$ cat src/logic/i2c_pkg.sv
`default_nettype none

package i2c_pkg;

    localparam int bits_per_byte = 8;

    // direction bit appended to the device address
    localparam logic read_bit  = 1'b1;
    localparam logic write_bit = 1'b0;

    typedef logic [6:0]               dev_addr_t;
    typedef logic [bits_per_byte-1:0] byte_t;
    typedef logic [15:0]              divider_t;
    typedef logic [1:0]               phase_t;

    // counts data bits left in a byte, 8 down to 0
    typedef logic [$clog2(bits_per_byte+1)-1:0] bit_count_t;

    typedef enum logic [2:0] {
        op_start,
        op_restart,
        op_stop,
        op_write,
        op_read
    } bit_op_t;

    typedef enum logic [3:0] {
        st_idle,
        st_start,
        st_dev_write,
        st_reg_addr,
        st_write_data,
        st_restart,
        st_dev_read,
        st_read_data,
        st_stop
    } seq_state_t;

endpackage

`default_nettype wire

$ cat src/logic/i2c_transaction_sequencer.sv
`timescale 1ns/10ps
`default_nettype none

module i2c_transaction_sequencer (
    input  wire                     clock,
    input  wire                     reset_n,
    input  wire                     start,
    input  wire                     read_write,
    input  wire i2c_pkg::dev_addr_t device_address,
    input  wire i2c_pkg::byte_t     register_address,
    input  wire i2c_pkg::byte_t     write_data,
    input  wire                     byte_done,
    input  wire i2c_pkg::byte_t     rx_byte,
    input  wire                     ack_received,
    input  wire                     sym_done,
    output logic                    byte_start,
    output logic                    byte_write,
    output i2c_pkg::byte_t          tx_byte,
    output logic                    send_nack,
    output logic                    sym_start,
    output i2c_pkg::bit_op_t        sym_op,
    output logic                    busy,
    output logic                    done,
    output logic                    ack_error,
    output i2c_pkg::byte_t          read_data
);

    import i2c_pkg::*;

    seq_state_t state;
    logic       rw_q;
    dev_addr_t  dev_q;
    byte_t      reg_q;
    byte_t      data_q;

    always_ff @(posedge clock) begin
        if (!reset_n) begin
            state      <= st_idle;
            busy       <= 1'b0;
            done       <= 1'b0;
            ack_error  <= 1'b0;
            read_data  <= '0;
            byte_start <= 1'b0;
            sym_start  <= 1'b0;
        end else begin
            byte_start <= 1'b0;
            sym_start  <= 1'b0;
            done       <= 1'b0;
            case (state)
                st_idle: begin
                    if (start) begin
                        busy      <= 1'b1;
                        ack_error <= 1'b0;
                        sym_start <= 1'b1;
                        sym_op    <= op_start;
                        state     <= st_start;
                    end
                end
                st_start: begin
                    if (sym_done) begin
                        byte_start <= 1'b1;
                        byte_write <= 1'b1;
                        send_nack  <= 1'b0;
                        tx_byte    <= {dev_q, write_bit};
                        state      <= st_dev_write;
                    end
                end
                st_dev_write: begin
                    if (byte_done && ack_received) begin
                        byte_start <= 1'b1;
                        tx_byte    <= reg_q;
                        state      <= st_reg_addr;
                    end
                end
                st_reg_addr: begin
                    if (byte_done && ack_received) begin
                        if (rw_q == read_bit) begin
                            sym_start <= 1'b1;
                            sym_op    <= op_restart;
                            state     <= st_restart;
                        end else begin
                            byte_start <= 1'b1;
                            tx_byte    <= data_q;
                            state      <= st_write_data;
                        end
                    end
                end
                st_write_data: begin
                    if (byte_done) begin
                        ack_error <= ~ack_received;
                        sym_start <= 1'b1;
                        sym_op    <= op_stop;
                        state     <= st_stop;
                    end
                end
                st_restart: begin
                    if (sym_done) begin
                        byte_start <= 1'b1;
                        tx_byte    <= {dev_q, read_bit};
                        state      <= st_dev_read;
                    end
                end
                st_dev_read: begin
                    if (byte_done && ack_received) begin
                        // single byte read, so answer it with NACK
                        byte_start <= 1'b1;
                        byte_write <= 1'b0;
                        send_nack  <= 1'b1;
                        state      <= st_read_data;
                    end
                end
                st_read_data: begin
                    if (byte_done) begin
                        read_data <= rx_byte;
                        sym_start <= 1'b1;
                        sym_op    <= op_stop;
                        state     <= st_stop;
                    end
                end
                st_stop: begin
                    if (sym_done) begin
                        done  <= 1'b1;
                        busy  <= 1'b0;
                        state <= st_idle;
                    end
                end
                default: begin
                    state <= st_idle;
                end
            endcase
            // missing acknowledge on a sent byte goes straight to stop
            if (byte_done && !ack_received &&
                (state == st_dev_write || state == st_reg_addr || state == st_dev_read)) begin
                ack_error <= 1'b1;
                sym_start <= 1'b1;
                sym_op    <= op_stop;
                state     <= st_stop;
            end
        end
    end

    // request captured once per transaction
    always_ff @(posedge clock) begin
        if (state == st_idle && start) begin
            rw_q   <= read_write;
            dev_q  <= device_address;
            reg_q  <= register_address;
            data_q <= write_data;
        end
    end

endmodule

`default_nettype wire

$ cat config.mk
export PLATFORM = sky130hd
export DESIGN_NAME = i2c_transaction_sequencer
export DESIGN_NICKNAME = d
export VERILOG_FILES = /design/src/logic/i2c_pkg.sv /design/src/logic/i2c_transaction_sequencer.sv
export SDC_FILE = /design/constraint.sdc
export NUM_CORES = 1
export LEC_CHECK = 0
export ABC_AREA = 1
export BUFFER_PORTS_ARGS = -buffer_cell sky130_fd_sc_hd__buf_2
export CAP_MARGIN = 10
export CELL_PAD_IN_SITES_DETAIL_PLACEMENT = 0
export CELL_PAD_IN_SITES_GLOBAL_PLACEMENT = 1
export CORE_UTILIZATION = 32
export CTS_BUF_LIST = sky130_fd_sc_hd__clkbuf_16
export DETAILED_ROUTE_END_ITERATION = 12
export GPL_TIMING_DRIVEN = 1
export MAX_ROUTING_LAYER = met4
export PLACE_DENSITY_LB_ADDON = 0.1
export SETUP_SLACK_MARGIN = 0.2
export SLEW_MARGIN = 20
export SYNTH_ARGS = -nofsm -noshare
export SYNTH_HDL_FRONTEND = slang
export SYNTH_SLANG_ARGS = --single-unit
$ cat constraint.sdc
create_clock -name clock -period 3.3 [get_ports clock]
set_input_delay 0.66 -clock clock [delete_from_list [all_inputs] [get_ports clock]]
set_output_delay 0.66 -clock clock [all_outputs]
set_load 0.01 [all_outputs]
==> results of run 1 <==
## metrics by stage
stage	hold WS (ns)	util, %	instances	instance area, um2	setup WS [ns]
final	0.460	42.7	368	2770	1.43
after global routing	0.477	42.7	368	2770	1.26
after CTS	0.463	42.7	368	2770	1.43
after detailed placement	0.452	40.1	360	2600	1.27
after global placement	0.447	40.1	360	2600	1.30
after floorplan	0.486	-	223	2190	0.818
## cells in the mapped netlist, drive strengths merged
cell,instances
a21oi,14
a31oi,2
buf,2
clkbuf,2
clkinv,2
conb,1
dfxtp,17
edfxtp,36
inv,19
nand2,62
nand3,29
nand3b,1
nor2,26
nor3,1
nor4,1
o211ai,1
o21ai,6
or2,1
## metal layers
| layer | routed length [um] | global-route usage [%] | up-vias | part of all wire (%) |
|---|---|---|---|---|
| met4 | 53 | 5.08 | 0 | 1.1 |
| met3 | 211 | 3.50 | 4 | 4.6 |
| met5 | 0 | - | - | 0 |
| met1 | 2120 | 17.5 | 752 | 46 |
| met2 | 2240 | 24.0 | 57 | 48 |
| li1 | - | - | 880 | - |
## critical path: stages, from the launching register on
cell	delay [ns]
dfxtp_1	0.39
nor2_2	0.25
nand2_1	0.13
nor2_2	0.42
a21oi_1	0.11
a31oi_1	0.24
## sequential cells by signal, summed over array words and instances, names as in the netlist, 2 cells and up
| register | cells |
|---|---|
| data_q | 8 |
| read_data | 8 |
| reg_q | 8 |
| tx_byte | 8 |
| dev_q | 7 |
| state | 4 |
| sym_op | 2 |
## path summary, 6_finish.rpt
| check | end | slack (ns) |
|---|---|---|
| max | sym_op[1]$_SDFFCE_PP1P_ | 1.43 |
| min | read_data[3]$_SDFFE_PN0P_ | 0.46 |
| max reg2reg | sym_op[1]$_SDFFCE_PP1P_ | 1.43 |
| min reg2reg | read_data[3]$_SDFFE_PN0P_ | 0.46 |
## layout by cell type (no fill, tap or decap)
master / synthesis / final
o21ai_0: 3 / 3
a21oi_2: 1 / 1
nand2_2: 5 / 5
clkbuf_16: 0 / 5
nand2_1: 57 / 57
nor4_2: 0 / 1
inv_1: 12 / 12
buf_2: 0 / 62
a31oi_1: 2 / 2
conb_1: 1 / 1
inv_6: 0 / 1
nor2_2: 8 / 9
nand3_1: 29 / 29
o211ai_1: 1 / 1
o21ai_1: 3 / 3
buf_4: 2 / 2
bufinv_16: 0 / 1
edfxtp_1: 36 / 36
clkinv_1: 2 / 2
clkinvlp_2: 0 / 1
nand3b_2: 1 / 1
inv_2: 7 / 7
a21oi_1: 13 / 13
nor2_1: 17 / 16
nor2_4: 1 / 1
or2_1: 1 / 1
nor3_1: 1 / 1
dfxtp_1: 17 / 17
## power groups by stage
stage,Sequential (mW),Clock [mW],Combinational [mW]
after floorplan,0.971,0,0.396
after global placement,0.959,0,0.602
after detailed placement,0.961,0,0.598
after CTS,0.947,0.604,0.601
after global routing,0.959,0.627,0.683
final,0.944,0.584,0.595
## layout make-up
type	count	area, um2
Multi-Input combinational cell	145	681
Inverter	21	78.8
Clock inverter	3	43.8
Timing Repair Buffer	64	325
Fill cell	643	3720
Sequential cell	53	1420
Clock buffer	5	125
Tap cell	77	96.3
## logic make-up (layout without fill, tap and decap cells)
| logic type | Yosys count | count (layout) |
|---|---|---|
| simple gates | 121 | 121 |
| flops | 53 | 53 |
| buf+inv | 25 | 93 |
| compound gates | 23 | 23 |
| other cells | 1 | 1 |
==> impl_results.rst, run 1 <==
.. list-table::
   :header-rows: 1

   * - Metric
     - Value
   * - Complex-gate fraction of the synthesized area
     - about 5.6%
   * - # diodes
     - 0
   * - Failing checks
     - DRC
   * - Maximum level of the CTS H-tree
     - 2
   * - Horizontal die dimension
     - between 80 and 90 um
   * - CTS tree
     - yes
   * - Adder-cell share of the synthesized area
     - 0%
   * - Initial standard-cell utilization of the core
     - between 30 and 40%
   * - Cts repair resizes
     - 0
   * - Number of pins with negative max-slew slack in the final report
     - 0
   * - Cell count of the worst hold path
     - 2
   * - Antenna-violating nets left
     - 0
   * - Core area
     - 6490 um2
   * - Combinational family with the most area after synthesis
     - simple AND/OR/NAND/NOR gates
   * - Clock slew at the register clock pins of the worst setup and hold paths
     - roughly 0.07 ns
   * - Internal power consumption
     - about 1.4 mW
   * - Drt drc
     - 2
   * - Number of setup buffers added after CTS
     - 0
   * - Portion of the post-synthesis area used by sequential elements
     - between 60% and 70%
   * - Buffers on Ports
     - 62
   * - Vias
     - between 1500 and 2000
   * - Total I/O pin count
     - 64
   * - Power consumption
     - 2.12 mW
   * - Shortest clock period the worst path allows after layout
     - 1.87 ns
   * - Largest net degree at the start of global routing
     - 20
   * - Starting DRT DRC Count
     - 86
   * - Cells after synthesis
     - between 200 and 250
   * - Class of the worst hold path
     - register to register
   * - Post-route clock period utilization
     - about 57%
   * - Via-per-instance ratio
     - roughly 4.6
   * - Dominant cells by area after synthesis
     - edfxtp_1 (49%), dfxtp_1 (16%), nand2_1 (9.7%)
   * - WL per Instance
     - 12.6 um
   * - CP Data Required Time
     - roughly 3.3 ns
   * - Startpoint of the lowest-slack register-to-register path
     - state[1]$_SDFFE_PP0P_
   * - Worst-path fanout max
     - 8
   * - Synthesis warning total
     - 0
   * - Critical path startpoint
     - state[1]$_SDFFE_PP0P_
   * - Type of element launching the critical path
     - register
   * - Kind of critical path
     - register to register
   * - Last weighted congestion value of the routability-driven placer
     - around 0.77
   * - GRT Residual Overflow
     - 0
   * - Layout overhead on the synthesized area
     - 26.3%
   * - Half-perimeter wire length of the detailed placement result
     - approximately 3500 um
   * - Clock latency of the later-clocked register in the worst-skew pair
     - roughly 0.28 ns
   * - Maximum count of clock buffers along a single path
     - 2
   * - Worst slew pin tran
     - 0.513 ns
   * - #FFs+latches synth
     - between 50 and 60
   * - Power spent charging and discharging nets
     - ~0.68 mW
   * - Flop pwr share
     - between 40% and 50%
   * - Worst IR drop on VDD
     - ~0.27 mV
   * - Dominant cell type by area after synthesis
     - edfxtp_1
   * - # Max-Cap Violations
     - 0
   * - Leakage power summed over all cells
     - about 1.2 nW
   * - Final layout net count
     - roughly 330
   * - Cell Area, Synth
     - 2190 um2
   * - XOR/XNOR share of the synthesized area
     - 0%
   * - Yosys top cell area share
     - about half
   * - Num CTS Buffers
     - 5
   * - Part of the power in the clock network
     - about 28%
   * - Critical path capture point type
     - register
   * - P per Cell Area
     - 766 nW/um2
   * - Global-route wire length before repair
     - roughly 7700 um
   * - Total wire length
     - about 4600 um
   * - Worst hold path startpoint
     - read_data[3]$_SDFFE_PN0P_
   * - Yosys cell types
     - 24
   * - Basic-gate share of the synthesized area counting and, or, nand and nor cells
     - 24.8%
   * - Worst slew margin relative to its limit
     - 65.8%
   * - Proportion of synthesized area in mux cells
     - 0%
   * - Number of iterations in the first detailed-routing pass
     - 10
   * - Post-CTS Hold Buffers
     - 0
   * - Number of rows created at floorplan
     - 29
   * - CP Data Arrival Time
     - between 1.5 and 2 ns
   * - Syn avg cell area
     - approximately 9.8 um2
   * - Setup Skew
     - about 0.0026 ns
   * - Max frequency
     - ~540 MHz
   * - Part of the total power dissipated in combinational logic
     - approximately 28%
   * - Run status
     - complete, but fails checks
   * - Vias in the first global route
     - between 1500 and 2000
   * - Syn Nets
     - 261
   * - Number of sinks on the clock net
     - 53
   * - Setup repair after global routing missed its margin
     - no
   * - Global-route total usage across every layer
     - 14.6%
   * - Clk root buf
     - clkbuf_16
   * - Proportion of layout cells with a drive suffix above 1
     - between 30% and 40%
   * - Cells on worst reg2reg path
     - 5
   * - Final setup violation count
     - 0
   * - Floorplan die area
     - 7190 um2
   * - Antenna violations before repair
     - 0
   * - Total Neg Setup Slack
     - 0 ns
   * - Number of hold-slack violations in the final timing report
     - 0
   * - Die boundary height
     - between 80 and 90 um
   * - Switching Fraction
     - 32.1%
No activity file was read; power rests on OpenSTA's default activity.
==> run 2, diff against run 1 <==
==> constraint.sdc (replaced) <==
create_clock -name clock -period 1.5 [get_ports clock]
set_input_delay 0.3 -clock clock [delete_from_list [all_inputs] [get_ports clock]]
set_output_delay 0.3 -clock clock [all_outputs]
set_load 0.01 [all_outputs]
==> run 2 against run 1 <==
The run now ends clean. Worst hold slack got worse by 0.28 ns. Fmax grew 25%. First-iteration DRC count grew 35%. Combinational power rose to 3.7 times the previous value. Sequential share of layout area fell by 9.4 points. Design area up 24%. Clock skew about the same. Routed wire length rose by 22%. Total power rose to 2.6 times the previous value. Final cell count up 13%. Register-to-register slack lost 1.4 ns.
==> impl_results.rst, run 2 (synthesized netlist as in run 1, its figures left out) <==
.. list-table::
   :header-rows: 1

   * - Metric
     - Value
   * - Run status
     - complete, no violations
   * - Clock slew at the register clock pins of the worst setup and hold paths
     - 0.07 ns
   * - CP Data Arrival Time
     - ~1.5 ns
   * - Power consumption
     - 5.43 mW
   * - Most frequent cells in the layout
     - buf_2 (62), nand2_1 (47), buf_4 (37)
   * - Die boundary height
     - 84.8 um
   * - Half-perimeter wire length of the detailed placement result
     - 4000 um
   * - Vias
     - ~1900
   * - Horizontal die dimension
     - 84.8 um
   * - CP Data Required Time
     - approximately 1.5 ns
   * - Commonest non-fill, non-tap cell in the layout
     - buf_2
   * - Starting DRT DRC Count
     - around 120
   * - Final layout net count
     - around 380
   * - Layout overhead on the synthesized area
     - 56.2%
   * - Shortest clock period the worst path allows after layout
     - between 1 and 1.5 ns
   * - Leakage power summed over all cells
     - about 1.5 nW
   * - FILL cells
     - 579
   * - Floorplan die area
     - 7190 um2
   * - Worst path most repeated cell
     - buf_6
   * - Critical path capture point type
     - register
   * - Number of sinks on the clock net
     - 53
   * - Initial standard-cell utilization of the core
     - 33.8%
   * - Dpl ws
     - -0.0904 ns
   * - Final core occ
     - between 50% and 60%
   * - Global-route wire length before repair
     - between 9000 and 10000 um
   * - Number of hold-slack violations in the final timing report
     - 0
   * - Antenna-violating nets left
     - 0
   * - CTS tree
     - yes
   * - Crit path setup slack, layout
     - approximately 0.0017 ns
   * - # Max-Cap Violations
     - 0
   * - Post-CTS Hold Buffers
     - 0
   * - Total I/O pin count
     - 64
   * - Buffers on Ports
     - 62
   * - P per Cell Area
     - around 1600 nW/um2
   * - Clk root buf
     - clkbuf_16
   * - GRT Residual Overflow
     - 0
   * - Max frequency
     - around 670 MHz
   * - Proportion of layout cells with a drive suffix above 1
     - roughly 55%
   * - Core area
     - about 6500 um2
   * - Class of the worst hold path
     - input port to register
   * - Drt drc
     - 0
   * - Vias in the first global route
     - 1863
   * - CP Cell Sequence
     - nand2_2, inv_2, nand2_4, buf_6, nor2_4, nor4_4, buf_6
   * - Kind of critical path
     - register to register
   * - Post-route clock period utilization
     - between 90 and 100%
   * - Cell with the largest stage delay on the worst path
     - dfxtp_4
   * - Worst path max stage delay
     - between 0.3 and 0.4 ns
   * - Global-route total usage across every layer
     - approximately 17%
   * - Total wire length
     - between 5000 and 6000 um
   * - WL per Instance
     - 13.6 um
   * - Number of pins with negative max-slew slack in the final report
     - 0
   * - Setup repair after global routing missed its margin
     - yes
   * - Number of iterations in the first detailed-routing pass
     - 6
   * - Worst-path fanout max
     - 8
   * - Num CTS Buffers
     - 5
   * - # diodes
     - 0
   * - Number of rows created at floorplan
     - 29
   * - Largest net degree at the start of global routing
     - 17
   * - Worst IR drop on VDD
     - 0.777 mV
   * - Final setup violation count
     - 0
   * - Maximum count of clock buffers along a single path
     - 2
   * - Total Neg Setup Slack
     - 0 ns
   * - Last weighted congestion value of the routability-driven placer
     - between 0.8 and 0.9
   * - Antenna violations before repair
     - 0
   * - Clock latency of the later-clocked register in the worst-skew pair
     - slightly below 0.3 ns
   * - Maximum level of the CTS H-tree
     - 2
   * - Setup Skew
     - around 0.003 ns
   * - Via-per-instance ratio
     - between 4 and 5
   * - Hold Worst Slack
     - ~0.18 ns
   * - Type of element launching the critical path
     - register
run 2: cell types whose count changed in the layout (fill, tap and decap cells not counted), moves of 4 or more:
cell     previous run  this run
nand3_2             0         6
dfxtp_4             0         4
nor2_1             16        11
nor2_2              9         4
buf_4               2        37
nor2_4              1        11
dfxtp_1            17        13
nand2_2             5        13
nand3_1            29        21
a21oi_2             1         7
nand2_1            57        47
a21oi_1            13         6
buf_6               0        12
run 2: through the flow:
stage	cell area (um2)	std cells
final	3430	416
after global routing	3430	416
after CTS	3190	411
after detailed placement	2910	397
after global placement	2910	397
after floorplan	2240	223
run 2: layer usage:
metal	share of wire (%)	GRT usage [%]	up-vias
met5	0	-	-
met4	1.3	5.55	0
met3	3.0	3.02	6
met2	49	26.7	39
met1	47	22.9	903
li1	-	-	978
run 2: worst max-delay path: cells and delay by family, from the launching register on:
| family | cells | cell delay [ns] |
|---|---|---|
| simple gates | 4 | 0.50 |
| flops | 1 | 0.37 |
| buf+inv | 3 | 0.35 |
run 2: final cells by class:
cell class	instances	area [um2]	area share (%)
Sequential cell	53	1440	41.9
Tap cell	77	96.3	2.81
Inverter	21	90.1	2.63
Timing Repair Buffer	112	738	21.5
Clock buffer	5	125	3.65
Multi-Input combinational cell	145	923	26.9
Clock inverter	3	17.5	0.511
run 2: report_power, final:
group	internal, mW	switching (mW)	total [mW]
logic	0.982	1.21	2.19
registers	1.97	0.143	2.11
clock network	0.615	0.510	1.12
total	3.56	1.86	5.43
run 2: repair_timing:
item | CTS | global route
buffers inserted | 5 | 5
pin swaps | 8 | 19
endpoints found under the hold margin | 0 | 0
gates resized for setup | 28 | 49
cloned | 1 | 0
endpoints found under the setup margin | 54 | 63
run 2: worst paths after layout:
| kind | start | to | slack (ns) | cells past startpoint |
|---|---|---|---|---|
| setup reg to reg | state[0]$_SDFFE_PP0P_ | tx_byte[5]$_DFFE_PP_ | 0.002 | 7 |
| hold / removal | write_data[7] | data_q[7]$_DFFE_PP_ | 0.18 | 1 |
| setup / recovery | state[0]$_SDFFE_PP0P_ | tx_byte[5]$_DFFE_PP_ | 0.002 | 7 |
| hold reg to reg | read_data[2]$_SDFFE_PN0P_ | read_data[2]$_SDFFE_PN0P_ | 0.46 | 2 |
==> run 3, diff against run 2 <==
--- a/config.mk
+++ b/config.mk
@@ -10,7 +10,7 @@
 export CAP_MARGIN = 10
 export CELL_PAD_IN_SITES_DETAIL_PLACEMENT = 0
 export CELL_PAD_IN_SITES_GLOBAL_PLACEMENT = 1
-export CORE_UTILIZATION = 32
+export CORE_UTILIZATION = 34
 export CTS_BUF_LIST = sky130_fd_sc_hd__clkbuf_16
 export DETAILED_ROUTE_END_ITERATION = 12
 export GPL_TIMING_DRIVEN = 1
==> run 3 against run 2 <==
The run now ends with setup timing left. Critical endpoint is now data_q[0]$_DFFE_PP_. Sequential share of layout area decreased by 0.72 points. Utilization increased by 4.7 points. Clock skew increased by 0.00060 ns. First-iteration DRC count decreased by 52%. Largest power group unchanged. Global-route usage increased by 0.23 points.
==> impl_results.rst, run 3 (synthesized netlist as in run 1, its figures left out) <==
.. list-table::
   :header-rows: 1

   * - Metric
     - Value
   * - Vias in the first global route
     - about 1800
   * - Number of rows created at floorplan
     - 28
   * - # diodes
     - 0
   * - Horizontal die dimension
     - just over 80 um
   * - FILL cells
     - 555
   * - Global-route wire length before repair
     - 8460 um
   * - Final core occ
     - a little under three fifths
   * - Kind of critical path
     - register to register
   * - Class of the worst hold path
     - input port to register
   * - Num CTS Buffers
     - 5
   * - Maximum level of the CTS H-tree
     - 2
   * - Run status
     - complete, but fails checks
   * - Vias
     - 1902
   * - Failing checks
     - setup timing
   * - Commonest non-fill, non-tap cell in the layout
     - buf_2
   * - Number of sinks on the clock net
     - 53
   * - Dpl ws
     - -0.104 ns
   * - Initial standard-cell utilization of the core
     - 36.2%
   * - CTS tree
     - yes
   * - # Max-Cap Violations
     - 0
   * - Proportion of layout cells with a drive suffix above 1
     - 53.8%
   * - Number of iterations in the first detailed-routing pass
     - 4
   * - Maximum count of clock buffers along a single path
     - 2
   * - GRT Residual Overflow
     - 0
   * - Worst IR drop on VDD
     - 0.816 mV
   * - Drt drc
     - 0
   * - Half-perimeter wire length of the detailed placement result
     - between 3000 and 4000 um
   * - Shortest clock period the worst path allows after layout
     - roughly 1.5 ns
   * - Post-route clock period utilization
     - 102%
   * - Leakage power summed over all cells
     - approximately 1.6 nW
   * - Total I/O pin count
     - 64
   * - P per Cell Area
     - around 1700 nW/um2
   * - WL per Instance
     - between 10 and 15 um
   * - Critical path capture point type
     - register
   * - Most frequent cells in the layout
     - buf_2 (63), nand2_1 (48), buf_4 (40)
   * - Clock latency of the later-clocked register in the worst-skew pair
     - between 0.2 and 0.3 ns
   * - Worst-path fanout max
     - 7
   * - Buffers on Ports
     - 62
   * - Final setup violation count
     - 13
   * - Total wire length
     - between 5000 and 6000 um
   * - Final layout net count
     - roughly 380
   * - Post-CTS Hold Buffers
     - 0
   * - Antenna violations before repair
     - 0
   * - Core area
     - just over 6000 um2
   * - Global-route total usage across every layer
     - between 10% and 20%
   * - Setup repair after global routing missed its margin
     - yes
   * - Number of hold-slack violations in the final timing report
     - 0
   * - Crit path setup slack, layout
     - -0.0256 ns
   * - Number of pins with negative max-slew slack in the final report
     - 0
   * - Antenna-violating nets left
     - 0
   * - Setup Skew
     - about 0.0035 ns
   * - Max frequency
     - approximately 660 MHz
   * - Layout overhead on the synthesized area
     - 58.6%
   * - Via-per-instance ratio
     - between 4 and 5
   * - Largest net degree at the start of global routing
     - 19
   * - Last weighted congestion value of the routability-driven placer
     - around 0.82
   * - CP Data Arrival Time
     - approximately 1.5 ns
   * - Starting DRT DRC Count
     - 56
   * - CP Data Required Time
     - between 1.5 and 2 ns
   * - Clock slew at the register clock pins of the worst setup and hold paths
     - approximately 0.070 ns
   * - Floorplan die area
     - ~6800 um2
   * - Type of element launching the critical path
     - register
   * - Die boundary height
     - just over 80 um
   * - Power consumption
     - just under 6 mW
   * - Clk root buf
     - clkbuf_16
==> run 3: area by class of cell <==
type,count,area (um2),area share [%]
clock buffer,5,125,3.59
clock inverter,3,48.8,1.40
tap,75,93.8,2.70
inverter,21,87.6,2.52
sequential,53,1430,41.2
multi-input combinational,145,896,25.7
timing repair buffer,115,796,22.9
==> run 3: per-stage QoR <==
| step | hold WS (ns) | TNS (ns) | instances | area [um2] |
|---|---|---|---|---|
| 2_1_floorplan | 0.399 | -1.37 | 223 | 2240 |
| 5_1_grt | 0.168 | -1.73 | 417 | 3480 |
| 6_report | 0.181 | -0.219 | 417 | 3480 |
| 3_3_place_gp | 0.447 | -0.780 | 397 | 2950 |
| 4_1_cts | 0.177 | 0 | 411 | 3350 |
| 3_5_place_dp | 0.452 | -0.975 | 397 | 2950 |
==> run 3: worst max-delay path: stages (launching register included) <==
cell and delay (ns):
dfxtp_4 0.37, nor2_4 0.22, buf_6 0.14, nand2_4 0.05, nor2_4 0.14, buf_6 0.17
clkbuf_16 0.16
==> run 3: final timing paths <==
path	startpoint	end	slack (ns)	cells after the start
setup / recovery	state[3]$_SDFFE_PN0P_	data_q[0]$_DFFE_PP_	-0.03	6
hold / removal	register_address[1]	reg_q[1]$_DFFE_PP_	0.18	1
setup reg to reg	state[3]$_SDFFE_PN0P_	data_q[0]$_DFFE_PP_	-0.03	6
hold reg to reg	read_data[3]$_SDFFE_PN0P_	read_data[3]$_SDFFE_PN0P_	0.46	2
==> run 3: where the power goes <==
part | total [mW] | switching, mW | internal, mW | leakage, nW
logic | 2.43 | 1.26 | 1.16 | 0.996
clock network | 1.34 | 0.542 | 0.800 | 0.0819
registers | 2.09 | 0.127 | 1.96 | 0.474
==> run 3: per-layer routing <==
metal  vias to the layer above  GRT usage, %  part of all wire (%)
met2                        46          27.7                    48
met1                       866          22.7                    46
met4                         0          4.91                   1.3
met3                         9          3.19                   4.5
li1                        981             -                     -
met5                         -             -                     0
==> run 3: timing repair <==
item	4_1_cts	5_1_grt
setup buffers	6	3
gates cloned	0	3
hold endpoints to repair	0	0
setup endpoints to repair	60	57
gates resized for setup	51	13
pin swaps	16	6
